File: config.mk
export PLATFORM = sky130hd
export DESIGN_NAME = logic_analyzer_top
export DESIGN_NICKNAME = d
export VERILOG_FILES = /design/src/la_pkg.sv /design/src/sample_rate_gen.sv /design/src/sample_ctrl.sv /design/src/capture_ram.sv /design/src/la_regs.sv /design/src/logic_analyzer_top.sv
export SDC_FILE = /design/constraint.sdc
export NUM_CORES = 2
export LEC_CHECK = 0
export ABC_AREA = 1
export BUFFER_PORTS_ARGS = -buffer_cell sky130_fd_sc_hd__buf_2
export CORE_ASPECT_RATIO = 1.5
export CORE_UTILIZATION = 61
export CTS_CLUSTER_DIAMETER = 120
export DETAILED_ROUTE_END_ITERATION = 10
export PLACE_DENSITY = 0.74
export SKIP_CTS_REPAIR_TIMING = 1
export SYNTH_ARGS = -nofsm -noshare
export SYNTH_HDL_FRONTEND = slang
export SYNTH_SLANG_ARGS = --single-unit
File: constraint.sdc
create_clock -name iSysClk -period 7.9 [get_ports iSysClk]
set_input_delay 0.395 -clock iSysClk [delete_from_list [all_inputs] [get_ports iSysClk]]
set_output_delay 0.395 -clock iSysClk [all_outputs]
set_load 0.1 [all_outputs]
File: src/la_pkg.sv
package la_pkg;

   localparam int CHN_NUM   = 8;
   localparam int RAM_DEPTH = 256;   // samples per capture
   localparam int APB_AW    = 12;

   typedef logic [CHN_NUM-1:0]           sample_t;    // one sample of all channels
   typedef logic [$clog2(RAM_DEPTH)-1:0] ram_addr_t;
   typedef logic [$clog2(CHN_NUM)-1:0]   chn_idx_t;   // monitored channel
   typedef logic [15:0]                  div_t;       // strobe every div+1 clocks

   // register map, byte addresses
   localparam logic [APB_AW-1:0] REG_CTRL   = 12'h000;
   localparam logic [APB_AW-1:0] REG_DIV    = 12'h004;
   localparam logic [APB_AW-1:0] REG_CMD    = 12'h008;
   localparam logic [APB_AW-1:0] REG_STATUS = 12'h00C;
   localparam logic [APB_AW-1:0] RAM_BASE   = 12'h400;   // window up to 0x7FC

   // 5 to 7 act as immediate trigger
   typedef enum logic [2:0] {
      TRIG_LOW      = 3'd0,
      TRIG_HIGH     = 3'd1,
      TRIG_POS      = 3'd2,
      TRIG_NEG      = 3'd3,
      TRIG_ANY_EDGE = 3'd4
   } trig_mode_e;

   typedef enum logic [1:0] {
      CAP_IDLE    = 2'd0,
      CAP_ARMED   = 2'd1,
      CAP_CAPTURE = 2'd2,
      CAP_DONE    = 2'd3
   } cap_state_e;

   typedef struct packed {
      trig_mode_e mode;
      chn_idx_t   chn;
   } trig_cfg_t;

   typedef struct packed {
      cap_state_e state;
      ram_addr_t  count;   // current write address
   } cap_status_t;

   typedef struct packed {
      logic      en;
      ram_addr_t addr;
      sample_t   data;
   } ram_wr_t;

endpackage

File: src/sample_rate_gen.sv
module sample_rate_gen (
   input  logic         iSysClk,
   input  logic         arst_n,
   input  la_pkg::div_t div,
   output logic         sample_stb
);

   import la_pkg::*;

   div_t cnt;     // clocks left to next strobe
   div_t div_q;   // last seen divider
   logic div_chg;

   assign div_chg = (div != div_q);

   always_ff @(posedge iSysClk or negedge arst_n) begin
      if (!arst_n) begin
         cnt        <= '0;
         div_q      <= '0;
         sample_stb <= 1'b0;
      end else begin
         div_q <= div;
         if (div_chg) begin
            cnt        <= div;   // restart on a new setting
            sample_stb <= 1'b0;
         end else if (cnt == '0) begin
            cnt        <= div;
            sample_stb <= 1'b1;
         end else begin
            cnt        <= cnt - 1'b1;
            sample_stb <= 1'b0;
         end
      end
   end

endmodule

File: src/sample_ctrl.sv
module sample_ctrl (
   input  logic                iSysClk,
   input  logic                arst_n,
   input  logic                sample_stb,
   input  la_pkg::sample_t     data_in,
   input  la_pkg::trig_cfg_t   trig_cfg,
   input  logic                arm,
   input  logic                abort,
   output la_pkg::ram_wr_t     ram_wr,
   output la_pkg::cap_status_t status
);

   import la_pkg::*;

   sample_t    s_cur;
   sample_t    s_prev;
   sample_t    trig_data;
   logic       fresh;       // s_cur was loaded last cycle
   logic       trig_hit;
   logic       arm_ok;
   logic       wr_go;
   ram_addr_t  wr_addr;
   cap_state_e state;
   cap_state_e state_nxt;

   // two stage sample register, advanced on the strobe
   always_ff @(posedge iSysClk or negedge arst_n) begin
      if (!arst_n) begin
         s_cur  <= '0;
         s_prev <= '0;
         fresh  <= 1'b0;
      end else begin
         fresh <= sample_stb;
         if (sample_stb) begin
            s_cur  <= data_in;
            s_prev <= s_cur;
         end
      end
   end

   always_comb begin
      case (trig_cfg.mode)
         TRIG_LOW:      trig_data = ~s_cur;
         TRIG_HIGH:     trig_data = s_cur;
         TRIG_POS:      trig_data = s_cur & ~s_prev;
         TRIG_NEG:      trig_data = ~s_cur & s_prev;
         TRIG_ANY_EDGE: trig_data = s_cur ^ s_prev;
         default:       trig_data = '1;   // immediate
      endcase
   end

   assign trig_hit = trig_data[trig_cfg.chn];
   assign arm_ok   = arm & (state != CAP_CAPTURE);   // ignored mid capture

   // write the fresh sample once triggered
   assign wr_go = fresh & ~abort & ~arm_ok &
                  (((state == CAP_ARMED) & trig_hit) | (state == CAP_CAPTURE));

   always_comb begin
      state_nxt = state;
      if (abort) begin
         state_nxt = CAP_IDLE;
      end else if (arm_ok) begin
         state_nxt = CAP_ARMED;
      end else if (wr_go) begin
         if (state == CAP_ARMED) begin
            state_nxt = CAP_CAPTURE;
         end else if (wr_addr == '1) begin
            state_nxt = CAP_DONE;   // last word written
         end
      end
   end

   always_ff @(posedge iSysClk or negedge arst_n) begin
      if (!arst_n) begin
         state <= CAP_IDLE;
      end else begin
         state <= state_nxt;
      end
   end

   // write address, parks on the last word
   always_ff @(posedge iSysClk or negedge arst_n) begin
      if (!arst_n) begin
         wr_addr <= '0;
      end else if (arm_ok) begin
         wr_addr <= '0;
      end else if (wr_go && wr_addr != '1) begin
         wr_addr <= wr_addr + 1'b1;
      end
   end

   assign ram_wr = '{en: wr_go, addr: wr_addr, data: s_cur};
   assign status = '{state: state, count: wr_addr};

   // no address consumed between arm and trigger
   a_addr_moves_on_write: assert property (
      @(posedge iSysClk) disable iff (!arst_n)
      (state == CAP_ARMED) |-> (wr_addr == '0)
   );

   // done only once the last word went out
   a_no_write_idle_done: assert property (
      @(posedge iSysClk) disable iff (!arst_n)
      (state == CAP_DONE) |-> (wr_addr == '1)
   );

endmodule

File: src/capture_ram.sv
module capture_ram (
   input  logic              iSysClk,
   input  la_pkg::ram_wr_t   ram_wr,
   input  la_pkg::ram_addr_t rd_addr,
   output la_pkg::sample_t   rd_data
);

   import la_pkg::*;

   sample_t mem [RAM_DEPTH];   // capture buffer

   // write port from the sample controller
   always_ff @(posedge iSysClk) begin
      if (ram_wr.en) begin
         mem[ram_wr.addr] <= ram_wr.data;
      end
   end

   // registered read, old data on a same address collision
   always_ff @(posedge iSysClk) begin
      rd_data <= mem[rd_addr];
   end

endmodule

File: src/la_regs.sv
module la_regs (
   input  logic                      iSysClk,
   input  logic                      arst_n,
   input  logic [la_pkg::APB_AW-1:0] paddr,
   input  logic                      psel,
   input  logic                      penable,
   input  logic                      pwrite,
   input  logic [31:0]               pwdata,
   input  la_pkg::cap_status_t       status,
   input  la_pkg::sample_t           rd_data,
   output logic [31:0]               prdata,
   output logic                      pready,
   output logic                      pslverr,
   output la_pkg::trig_cfg_t         trig_cfg,
   output la_pkg::div_t              div,
   output logic                      arm,
   output logic                      abort,
   output la_pkg::ram_addr_t         rd_addr
);

   import la_pkg::*;

   logic        hit_ctrl;
   logic        hit_div;
   logic        hit_cmd;
   logic        hit_status;
   logic        hit_reg;
   logic        hit_ram;
   logic        ram_rd;
   logic        setup_ph;
   logic        wait_ph;
   logic        acc_done;
   logic        wr_ok;
   logic [31:0] reg_rdata;

   // address decode
   assign hit_ctrl   = (paddr == REG_CTRL);
   assign hit_div    = (paddr == REG_DIV);
   assign hit_cmd    = (paddr == REG_CMD);
   assign hit_status = (paddr == REG_STATUS);
   assign hit_reg    = hit_ctrl | hit_div | hit_cmd | hit_status;
   assign hit_ram    = (paddr[APB_AW-1:10] == RAM_BASE[APB_AW-1:10]);
   assign ram_rd     = hit_ram & ~pwrite;

   // bus phases
   assign setup_ph = psel & ~penable;
   assign wait_ph  = psel & penable & ~pready;   // only a RAM read gets here
   assign acc_done = psel & penable & pready;
   assign wr_ok    = acc_done & pwrite & ~pslverr;

   assign rd_addr = paddr[9:2];   // one sample per word

   always_comb begin
      reg_rdata = '0;
      if (hit_ctrl) begin
         reg_rdata[5:0] = trig_cfg;
      end
      if (hit_div) begin
         reg_rdata[15:0] = div;
      end
      if (hit_status) begin
         reg_rdata[1:0]  = status.state;
         reg_rdata[15:8] = status.count;
      end
   end

   // completion handshake
   always_ff @(posedge iSysClk or negedge arst_n) begin
      if (!arst_n) begin
         pready  <= 1'b0;
         pslverr <= 1'b0;
      end else begin
         pready  <= 1'b0;
         pslverr <= 1'b0;
         if (setup_ph && !ram_rd) begin
            pready  <= 1'b1;
            pslverr <= ~hit_reg;   // RAM writes and holes
         end else if (wait_ph && ram_rd) begin
            pready <= 1'b1;   // RAM data is out now
         end
      end
   end

   always_ff @(posedge iSysClk) begin
      if (setup_ph) begin
         prdata <= reg_rdata;
      end else if (wait_ph) begin
         prdata <= {24'h0, rd_data};
      end
   end

   // configuration and command pulses
   always_ff @(posedge iSysClk or negedge arst_n) begin
      if (!arst_n) begin
         trig_cfg <= '{mode: TRIG_HIGH, chn: '0};
         div      <= '0;
         arm      <= 1'b0;
         abort    <= 1'b0;
      end else begin
         arm   <= wr_ok & hit_cmd & pwdata[0];
         abort <= wr_ok & hit_cmd & pwdata[1];
         if (wr_ok && hit_ctrl) begin
            trig_cfg.mode <= trig_mode_e'(pwdata[5:3]);
            trig_cfg.chn  <= pwdata[2:0];
         end
         if (wr_ok && hit_div) begin
            div <= pwdata[15:0];
         end
      end
   end

   // ready only ever answers a master already in its access phase
   a_pready_in_access: assert property (
      @(posedge iSysClk) disable iff (!arst_n)
      pready |-> (psel && penable)
   );

endmodule

File: src/logic_analyzer_top.sv
module logic_analyzer_top (
   input  logic                      iSysClk,
   input  logic                      arst_n,
   input  logic [la_pkg::APB_AW-1:0] paddr,
   input  logic                      psel,
   input  logic                      penable,
   input  logic                      pwrite,
   input  logic [31:0]               pwdata,
   output logic [31:0]               prdata,
   output logic                      pready,
   output logic                      pslverr,
   input  la_pkg::sample_t           data_in
);

   import la_pkg::*;

   trig_cfg_t   trig_cfg;
   div_t        div;
   logic        arm;
   logic        abort;
   logic        sample_stb;
   ram_wr_t     ram_wr;
   cap_status_t status;
   ram_addr_t   rd_addr;
   sample_t     rd_data;

   la_regs regs_i (
      .iSysClk  (iSysClk),
      .arst_n   (arst_n),
      .paddr    (paddr),
      .psel     (psel),
      .penable  (penable),
      .pwrite   (pwrite),
      .pwdata   (pwdata),
      .status   (status),
      .rd_data  (rd_data),
      .prdata   (prdata),
      .pready   (pready),
      .pslverr  (pslverr),
      .trig_cfg (trig_cfg),
      .div      (div),
      .arm      (arm),
      .abort    (abort),
      .rd_addr  (rd_addr)
   );

   sample_rate_gen rate_gen_i (
      .iSysClk    (iSysClk),
      .arst_n     (arst_n),
      .div        (div),
      .sample_stb (sample_stb)
   );

   sample_ctrl ctrl_i (
      .iSysClk    (iSysClk),
      .arst_n     (arst_n),
      .sample_stb (sample_stb),
      .data_in    (data_in),
      .trig_cfg   (trig_cfg),
      .arm        (arm),
      .abort      (abort),
      .ram_wr     (ram_wr),
      .status     (status)
   );

   capture_ram ram_i (
      .iSysClk (iSysClk),
      .ram_wr  (ram_wr),
      .rd_addr (rd_addr),
      .rd_data (rd_data)
   );

endmodule

Word level (Yosys, flattened, before mapping)
Memories as Yosys holds them, arrays and structs flattened. A register that Yosys moved wholly into a read port is not among the register bits.
Index checks and enable logic that the tools add are counted.
{"block": "word_totals", "reg_bits": 102, "ram_bits": 2048, "input_bits": 57, "output_inout_bits": 34, "elab_cells": 104, "memories": 1}
{"block": "classes", "n_addsub": 2, "n_lt_le_gt_ge": 1, "n_eq_ne": 14, "n_mux": 25, "bitwise_logic": 31, "n_reduce_logical": 14}
{"memory": "ram_i.mem", "depth": 256, "width": 8, "rd": 1, "rd_ports_with_merged_regs": 1, "write_ports": 1, "line_no": "capture_ram.sv:10", "text": "sample_t mem [RAM_DEPTH];"}
{"op": "$mux 16", "count": 5}
{"op": "$pmux 8 s5", "count": 1}
{"op": "$eq 12x4->1 const B", "count": 2}
{"op": "$mux 8", "count": 3}
{"op": "$and 8x8->8", "count": 2}
{"op": "$logic_not 16->1", "count": 1}
{"op": "$ne 16x16->1", "count": 1}
{"op": "$not 8->8", "count": 2}
{"op": "$sub 16x1->16 const B", "count": 1}
{"op": "$and 1x1->1", "count": 15}
{"op": "$eq 12x3->1 const B", "count": 1}
{"op": "$logic_not 12->1", "count": 1}
{"op": "$mux 2", "count": 6}
{"op": "$add 8x1->8 const B", "count": 1}
{"op": "$eq 8x8->1 const B", "count": 1}
{"op": "$mux 1", "count": 8}
{"op": "$ne 8x8->1 const B", "count": 1}
{"op": "$xor 8x8->8", "count": 1}
{"op": "$not 1->1", "count": 7}
{"op": "$eq 3x2->1 const B", "count": 2}
{"op": "$mux 6", "count": 1}
{"op": "$logic_and 1x1->1", "count": 5}
{"op": "$eq 2x1->1 const B", "count": 2}
{"op": "$lt 3x4->1 const B", "count": 1}
{"op": "12 further kinds", "count": 16}

Longest topological paths before layout
{"block": "logic_depth", "depth_word": 11, "depth_mapped": 19, "ltp_nobuf": 17}

By module
A second synthesis with hierarchy kept.
{"block": "unflattened", "cells_unflattened": 7852, "hier_area_um2": 89758.6}
{"mod": "capture_ram", "instances": 1, "cells_per_inst": 7003, "area_per_inst_um2": 83396.2, "seq_area_each_um2": 61659.1}
{"mod": "la_regs", "instances": 1, "cells_per_inst": 254, "area_per_inst_um2": 2280.9, "seq_area_each_um2": 1132.3}
{"mod": "sample_ctrl", "instances": 1, "cells_per_inst": 288, "area_per_inst_um2": 2072.0, "seq_area_each_um2": 675.6}
{"mod": "sample_rate_gen", "instances": 1, "cells_per_inst": 307, "area_per_inst_um2": 2009.4, "seq_area_each_um2": 825.8}

Least setup slack after synthesis
OpenSTA, ideal clock, no wires.
{"block": "synth_timing", "kind": "register to register", "startpoint": "reg ctrl_i.s_cur[7]", "endpoint": "mem ram_i.mem[55][0] in the netlist's numbering, enable pin", "setup_ns": 0.370, "arrival_ns": 5.531, "required_ns": 7.530, "slack_ns": 1.998, "stages_incl_launch_ff": 18, "path_buffers": 2, "synth_period_minus_slack_ns": 5.902, "cell_sequence": "dfrtp_1 > ha_1 > nand3b_1 > nand2_1 > nor2_1 > nand2_1 > nand3_1 > nand3_1 > nand2_1 > nand2_1 > nand2_1 > nand2_2 > nand2_2 > clkinv_2 > buf_6 > nand3_2 > buf_2 > nor2_1"}
{"block": "synth_between", "elab_chain_len": 10, "word_cells_on_any_way": 12, "cone_classes": "mux: 5; bitwise: 7"}
{"element": "from (decl)", "line_no": "sample_ctrl.sv:15", "text": "sample_t s_cur;"}
{"element": "from (signal assigned)", "line_no": "sample_ctrl.sv:35", "text": "s_cur <= data_in;"}
{"element": "$not 8->8", "line_no": "sample_ctrl.sv:43, sample_ctrl.sv:46"}
{"element": "$and 8x8->8", "line_no": "sample_ctrl.sv:46", "text": "TRIG_NEG: trig_data = ~s_cur & s_prev;"}
{"element": "$pmux 8 s5 *", "line_no": "sample_ctrl.sv:42", "text": "case (trig_cfg.mode)"}
{"element": "$bmux 1 s3 *", "line_no": "sample_ctrl.sv:52", "text": "assign trig_hit = trig_data[trig_cfg.chn];"}
{"element": "$mux 1 (not written as such) *", "line_no": "sample_ctrl.sv:52"}
{"element": "$and 1x1->1 *", "line_no": "sample_ctrl.sv:57", "text": "(((state == CAP_ARMED) & trig_hit) | (state == CAP_CAPTURE));"}
{"element": "$or 1x1->1 *", "line_no": "sample_ctrl.sv:57"}
{"element": "$and 1x1->1 *", "line_no": "sample_ctrl.sv:56", "text": "assign wr_go = fresh & ~abort & ~arm_ok &"}
{"element": "$mux 1 *", "line_no": "capture_ram.sv:14", "text": "if (ram_wr.en) begin"}
{"element": "$mux 1 (not written as such) *", "line_no": "capture_ram.sv:15", "text": "mem[ram_wr.addr] <= ram_wr.data;"}
{"element": "to (decl)", "line_no": "capture_ram.sv:10"}
Every way passes the cells marked *; elsewhere a longest branch is shown, timed or not. The select of a mux whose other input is x is not followed.

Worst setup path after layout
{"block": "layout_timing", "startpoint": "reg ctrl_i.s_cur[3]", "endpoint": "mem ram_i.mem[231][1] in the netlist's numbering, enable pin"}
Same word-level chain as after synthesis.

==> run summary <==
The maximum fanout count along the critical path came out at 93. The net count of the finished layout is 6208. A synthesized cell averages 13.6 um^2.

The depth of the CTS H-tree is 4. The clock tree from TritonCTS is built. The synthesized design spends more area on one cell type than any other, namely sky130_fd_sc_hd__edfxtp_1. The worst path in the final design needs a cycle of 4.95 ns, including I/O delays and setup. The fraction of final layout cells with drive strength greater than 1 is 0.0700.

The synthesis-stage register bit count is 2158. The netlist area before placement came out at 0.0838 mm^2. The starting density of the core is 0.614. The number of max-cap violations is 0. The floorplan step set the die width to approximately 300 um. The number of cells after detailed placement is 7680. For this run the aggregate overflow at the end of global routing stands at 0. The async set or reset register ratio after synthesis came out at 0.0399. Of the total power, combinational logic draws 0.032. The area of the core region came out at 0.136 mm^2. The most used flip-flop cell after synthesis is sky130_fd_sc_hd__edfxtp_1. At the worst endpoint, the required time is 8.34 ns. The violation count after the first detailed-route iteration came out at roughly 6500.

The vertical die dimension is 456 um. The switching share of power is 0.209. Summed over all cells, the static leakage comes to about 35 nW. In this run the worst hold path is classified as input pin to flop. The maximum frequency from static timing analysis is 202 MHz. The worst setup path is captured at a flop. In this run the tool buffered the top-level ports with 58 buffer cells. Power spread over the standard cell area amounts to approximately 240 mW/mm^2. The worst relative slew slack came out at 0.158. The cell sitting at the root of the clock tree is a sky130_fd_sc_hd__clkbuf_16. Synthesis handed over a netlist of slightly above 6000 instances. The cell occurring most often along the worst timing path is sky130_fd_sc_hd__nand2_1. The count of cells in the finished layout, fillers not included, comes to 8040. Setup repair after global routing left no endpoint under its margin. After synthesis, the netlist uses 45 different library cells. By area the synthesized netlist is led by sky130_fd_sc_hd__edfxtp_1 74%, sky130_fd_sc_hd__nand2_1 7.3%, sky130_fd_sc_hd__a22oi_1 4.3%. The worst setup path is launched from a flop. The critical path data arrival time came out at roughly 5.4 ns. The area growth from synthesis to layout is 9.24%. The final routed wire length divided by cell count is 26.8 um. The number of global-route vias before repair came to approximately 50000. In the global route stage, overall resource usage came out at 0.306.

The final number of hold-violating endpoints is 0. After clock tree synthesis, the clock-pin slew on the worst setup and hold paths is 0.07 ns. The initialized floorplan defines 166 standard-cell rows. The delay contributed by the slowest stage of the critical path is 1.11 ns. The share of synthesized area in the top cell type comes to 0.740.

The final-layout setup total negative slack came out at 0 ns. The number of remaining DRC errors is 0. The buffer levels on the longest clock path is 3.

The share of the yosys chip area belonging to registers came out at 0.767. Counting flops with a built-in enable in the synthesized netlist gives 2064. Cell internal power was estimated by the tool at 17.3 mW. The overall via count from detail_route came out at 51886. The via density per instance came out at 6.45.

The CTS buffer count is 181. The worst setup path is of the flop to flop kind. The number of buffers and inverters on the critical path is 1. The wire length reported by the detailed router is 215000 um.

The setup violation total in the final timing report came out at 0. Entering global routing, the biggest net connects approximately 190 pins. The slowest library cell on the worst path is sky130_fd_sc_hd__dfrtp_4. The first-pass iteration count of the detailed router is 8. The CTS sink count is 2158. The count of synthesis-stage warnings from yosys came out at 0. In this run the power spent charging and discharging nets is 4.55 mW.

Of the available clock period, the critical path in the final layout requires 0.626. In this run the remaining antenna-violating nets after routing total 0. The worst-case clock skew came out at 0.0241 ns. The HPWL after detailed placement is 121000 um.

The total power draw came out at 21.8 mW. The first-pass GRT wire length came out at 314000 um. The number of antenna violations at the first check in global routing came out at 8. At the pin with the least slew margin, the transition time is about 1.3 ns. At the later pin of the worst-skew pair, clock insertion delay measures approximately 0.8 ns. 91 I/O pins were placed. The worst-case vdd ir drop came out at 231 uV. The flow ran to the end, and the final reports show no timing, DRC or antenna violations. The number of pins with negative max-slew slack in the final report came to 0. The share of total power dissipated in the clock network is 0.399. Of the total power, registers draw 0.569.

Grouping stages by cell kind, the critical path spends the most delay in simple AND/OR/NAND/NOR gates. The die area is 0.139 mm^2. The global placement routability congestion is between 0.9 and 1. Walking the worst path, the cells encountered are ha_1 > nand3b_1 > nand2_1 > nor2_1 > nand2_1 > nand3_1 > nand3_1 > nand2_1 > nand2_1 > nand2_1 > nand2_2 > nand2_2 > clkinv_2 > nand3_1 > nor2_1.
## state kept, by name (all words and copies together) (netlist names)
name                   flops
ctrl_i.fresh               1
ctrl_i.s_cur               8
ctrl_i.s_prev              8
ctrl_i.state               2
ctrl_i.wr_addr             8
ram_i.mem               2048
ram_i.rd_data              8
rate_gen_i.cnt            16
rate_gen_i.div_q          16
rate_gen_i.sample_stb      1
regs_i.abort               1
regs_i.arm                 1
regs_i.div                16
regs_i.prdata             16
regs_i.pready              1
regs_i.pslverr             1
regs_i.trig_cfg            6
## path summary, 6_finish.rpt
path | start | to | slack [ns] | cells after the start
worst max-delay path | ctrl_i.s_cur[3]$_DFFE_PN0P_ | ram_i.mem[231][1]$_DFFE_PP_ | 2.95 | 15
worst min-delay path | paddr[3] | regs_i.pslverr$_DFF_PN0_ | 0.08 | 4
worst max register to register | ctrl_i.s_cur[3]$_DFFE_PN0P_ | ram_i.mem[231][1]$_DFFE_PP_ | 2.95 | 15
worst min register to register | regs_i.div[10]$_DFFE_PN0P_ | rate_gen_i.div_q[10]$_DFF_PN0_ | 0.46 | 0
max in group asynchronous | arst_n | ctrl_i.s_cur[7]$_DFFE_PN0P_ | 6.71 | 3
min in group asynchronous | arst_n | regs_i.trig_cfg[4]$_DFFE_PN0P_ | 0.37 | 3
## per-layer routing
layer	GRT usage	vias up	share of wire
li1	-	22645	-
met1	0.390	25581	0.35
met2	0.502	3058	0.49
met5	0	-	0.00018
met4	0.176	6	0.063
met3	0.0517	596	0.092
## power groups by stage
stage          clock [mW]  sequential [mW]  combinational (mW)
2_1_floorplan           0             12.7               0.390
3_3_place_gp            0             12.6               0.664
3_5_place_dp            0             12.6               0.672
4_1_cts              8.73             12.4               0.675
5_1_grt              9.14             12.4               0.733
6_report             8.71             12.4               0.703
## stage by stage
step                      hold WS (ns)  area [um^2]  setup WS [ns]   util
after floorplan                 0.0994        83900           2.00      -
after global placement           0.254        85600           3.10  0.627
after detailed placement         0.260        85600           3.00  0.627
after CTS                       -0.618        91200           2.98  0.669
after global routing            0.0963        91500           2.70  0.671
final                           0.0788        91600           2.95  0.671
## synth_stat cells, types with 52 or more instances
cell type and instances:
sky130_fd_sc_hd__o211ai_1 52, sky130_fd_sc_hd__nor2_1 357, sky130_fd_sc_hd__nand3_1 219, sky130_fd_sc_hd__buf_2 110, sky130_fd_sc_hd__a22oi_1 483, sky130_fd_sc_hd__a21oi_1 154
sky130_fd_sc_hd__dfrtp_1 85, sky130_fd_sc_hd__nand2_1 1634, sky130_fd_sc_hd__inv_1 104, sky130_fd_sc_hd__edfxtp_1 2064, sky130_fd_sc_hd__clkbuf_1 212, sky130_fd_sc_hd__nand4_1 187
sky130_fd_sc_hd__a41oi_1 66, sky130_fd_sc_hd__o21ai_0 129
## cells in the final DEF (no fill, tap or decap), types with 8 or more instances in the layout
master                          count
sky130_fd_sc_hd__a21oi_1          154
sky130_fd_sc_hd__a221oi_1          12
sky130_fd_sc_hd__a22oi_1          483
sky130_fd_sc_hd__a31oi_1           44
sky130_fd_sc_hd__a41oi_1           66
sky130_fd_sc_hd__buf_12            13
sky130_fd_sc_hd__buf_2             55
sky130_fd_sc_hd__buf_4             64
sky130_fd_sc_hd__bufinv_16         12
sky130_fd_sc_hd__clkbuf_1          42
sky130_fd_sc_hd__clkbuf_16        186
sky130_fd_sc_hd__clkinv_1          41
sky130_fd_sc_hd__clkinv_2          29
sky130_fd_sc_hd__conb_1            16
sky130_fd_sc_hd__dfrtp_1           77
sky130_fd_sc_hd__dfrtp_4            8
sky130_fd_sc_hd__dfxtp_1            8
sky130_fd_sc_hd__dlygate4sd3_1     30
sky130_fd_sc_hd__edfxtp_1        2064
sky130_fd_sc_hd__ha_1              22
sky130_fd_sc_hd__inv_1            102
sky130_fd_sc_hd__inv_6              8
sky130_fd_sc_hd__nand2_1         1634
sky130_fd_sc_hd__nand3_1          211
sky130_fd_sc_hd__nand3_2           11
sky130_fd_sc_hd__nand3b_1          14
sky130_fd_sc_hd__nand4_1          187
sky130_fd_sc_hd__nor2_1           350
sky130_fd_sc_hd__nor3_1            41
sky130_fd_sc_hd__o211ai_1          52
sky130_fd_sc_hd__o21ai_0          129
sky130_fd_sc_hd__o221ai_1          12
sky130_fd_sc_hd__or2_2              9
sky130_fd_sc_hd__xnor2_1           14
sky130_fd_sc_hd__xor2_1            14
## worst register-to-register path, delay by kind of cell (launching register included)
family	cells	cell delay, ns
simple gates	13	2.60
flops	1	1.11
fa+ha+maj	1	0.40
buf+inv	1	0.45
## area by class of cell
| cell class | instances | area [um^2] |
|---|---|---|
| sequential | 2158 | 64300 |
| antenna | 5 | 12.5 |
| timing repair buffer | 163 | 1330 |
| tap | 1764 | 2210 |
| clock inverter | 92 | 792 |
| inverter | 113 | 435 |
| fill | 9049 | 44900 |
| clock buffer | 233 | 4880 |
| multi-input combinational | 3512 | 17600 |
## cell families (layout without fill, tap and decap cells)
logic type,count (synthesis),in the layout,synth area share
AOI/OAI and AO/OA,960,960,0.0782
xor gates and xnor gates,28,28,0.00293
adders and majority gates,22,22,0.00328
buffers and inverters,499,601,0.0249
DFF,2158,2158,0.767
muxes,6,6,0.000806
other,1,21,0.0000447
and+or+nand+nor,2480,2480,0.123
(Power assumes the default switching activity.)
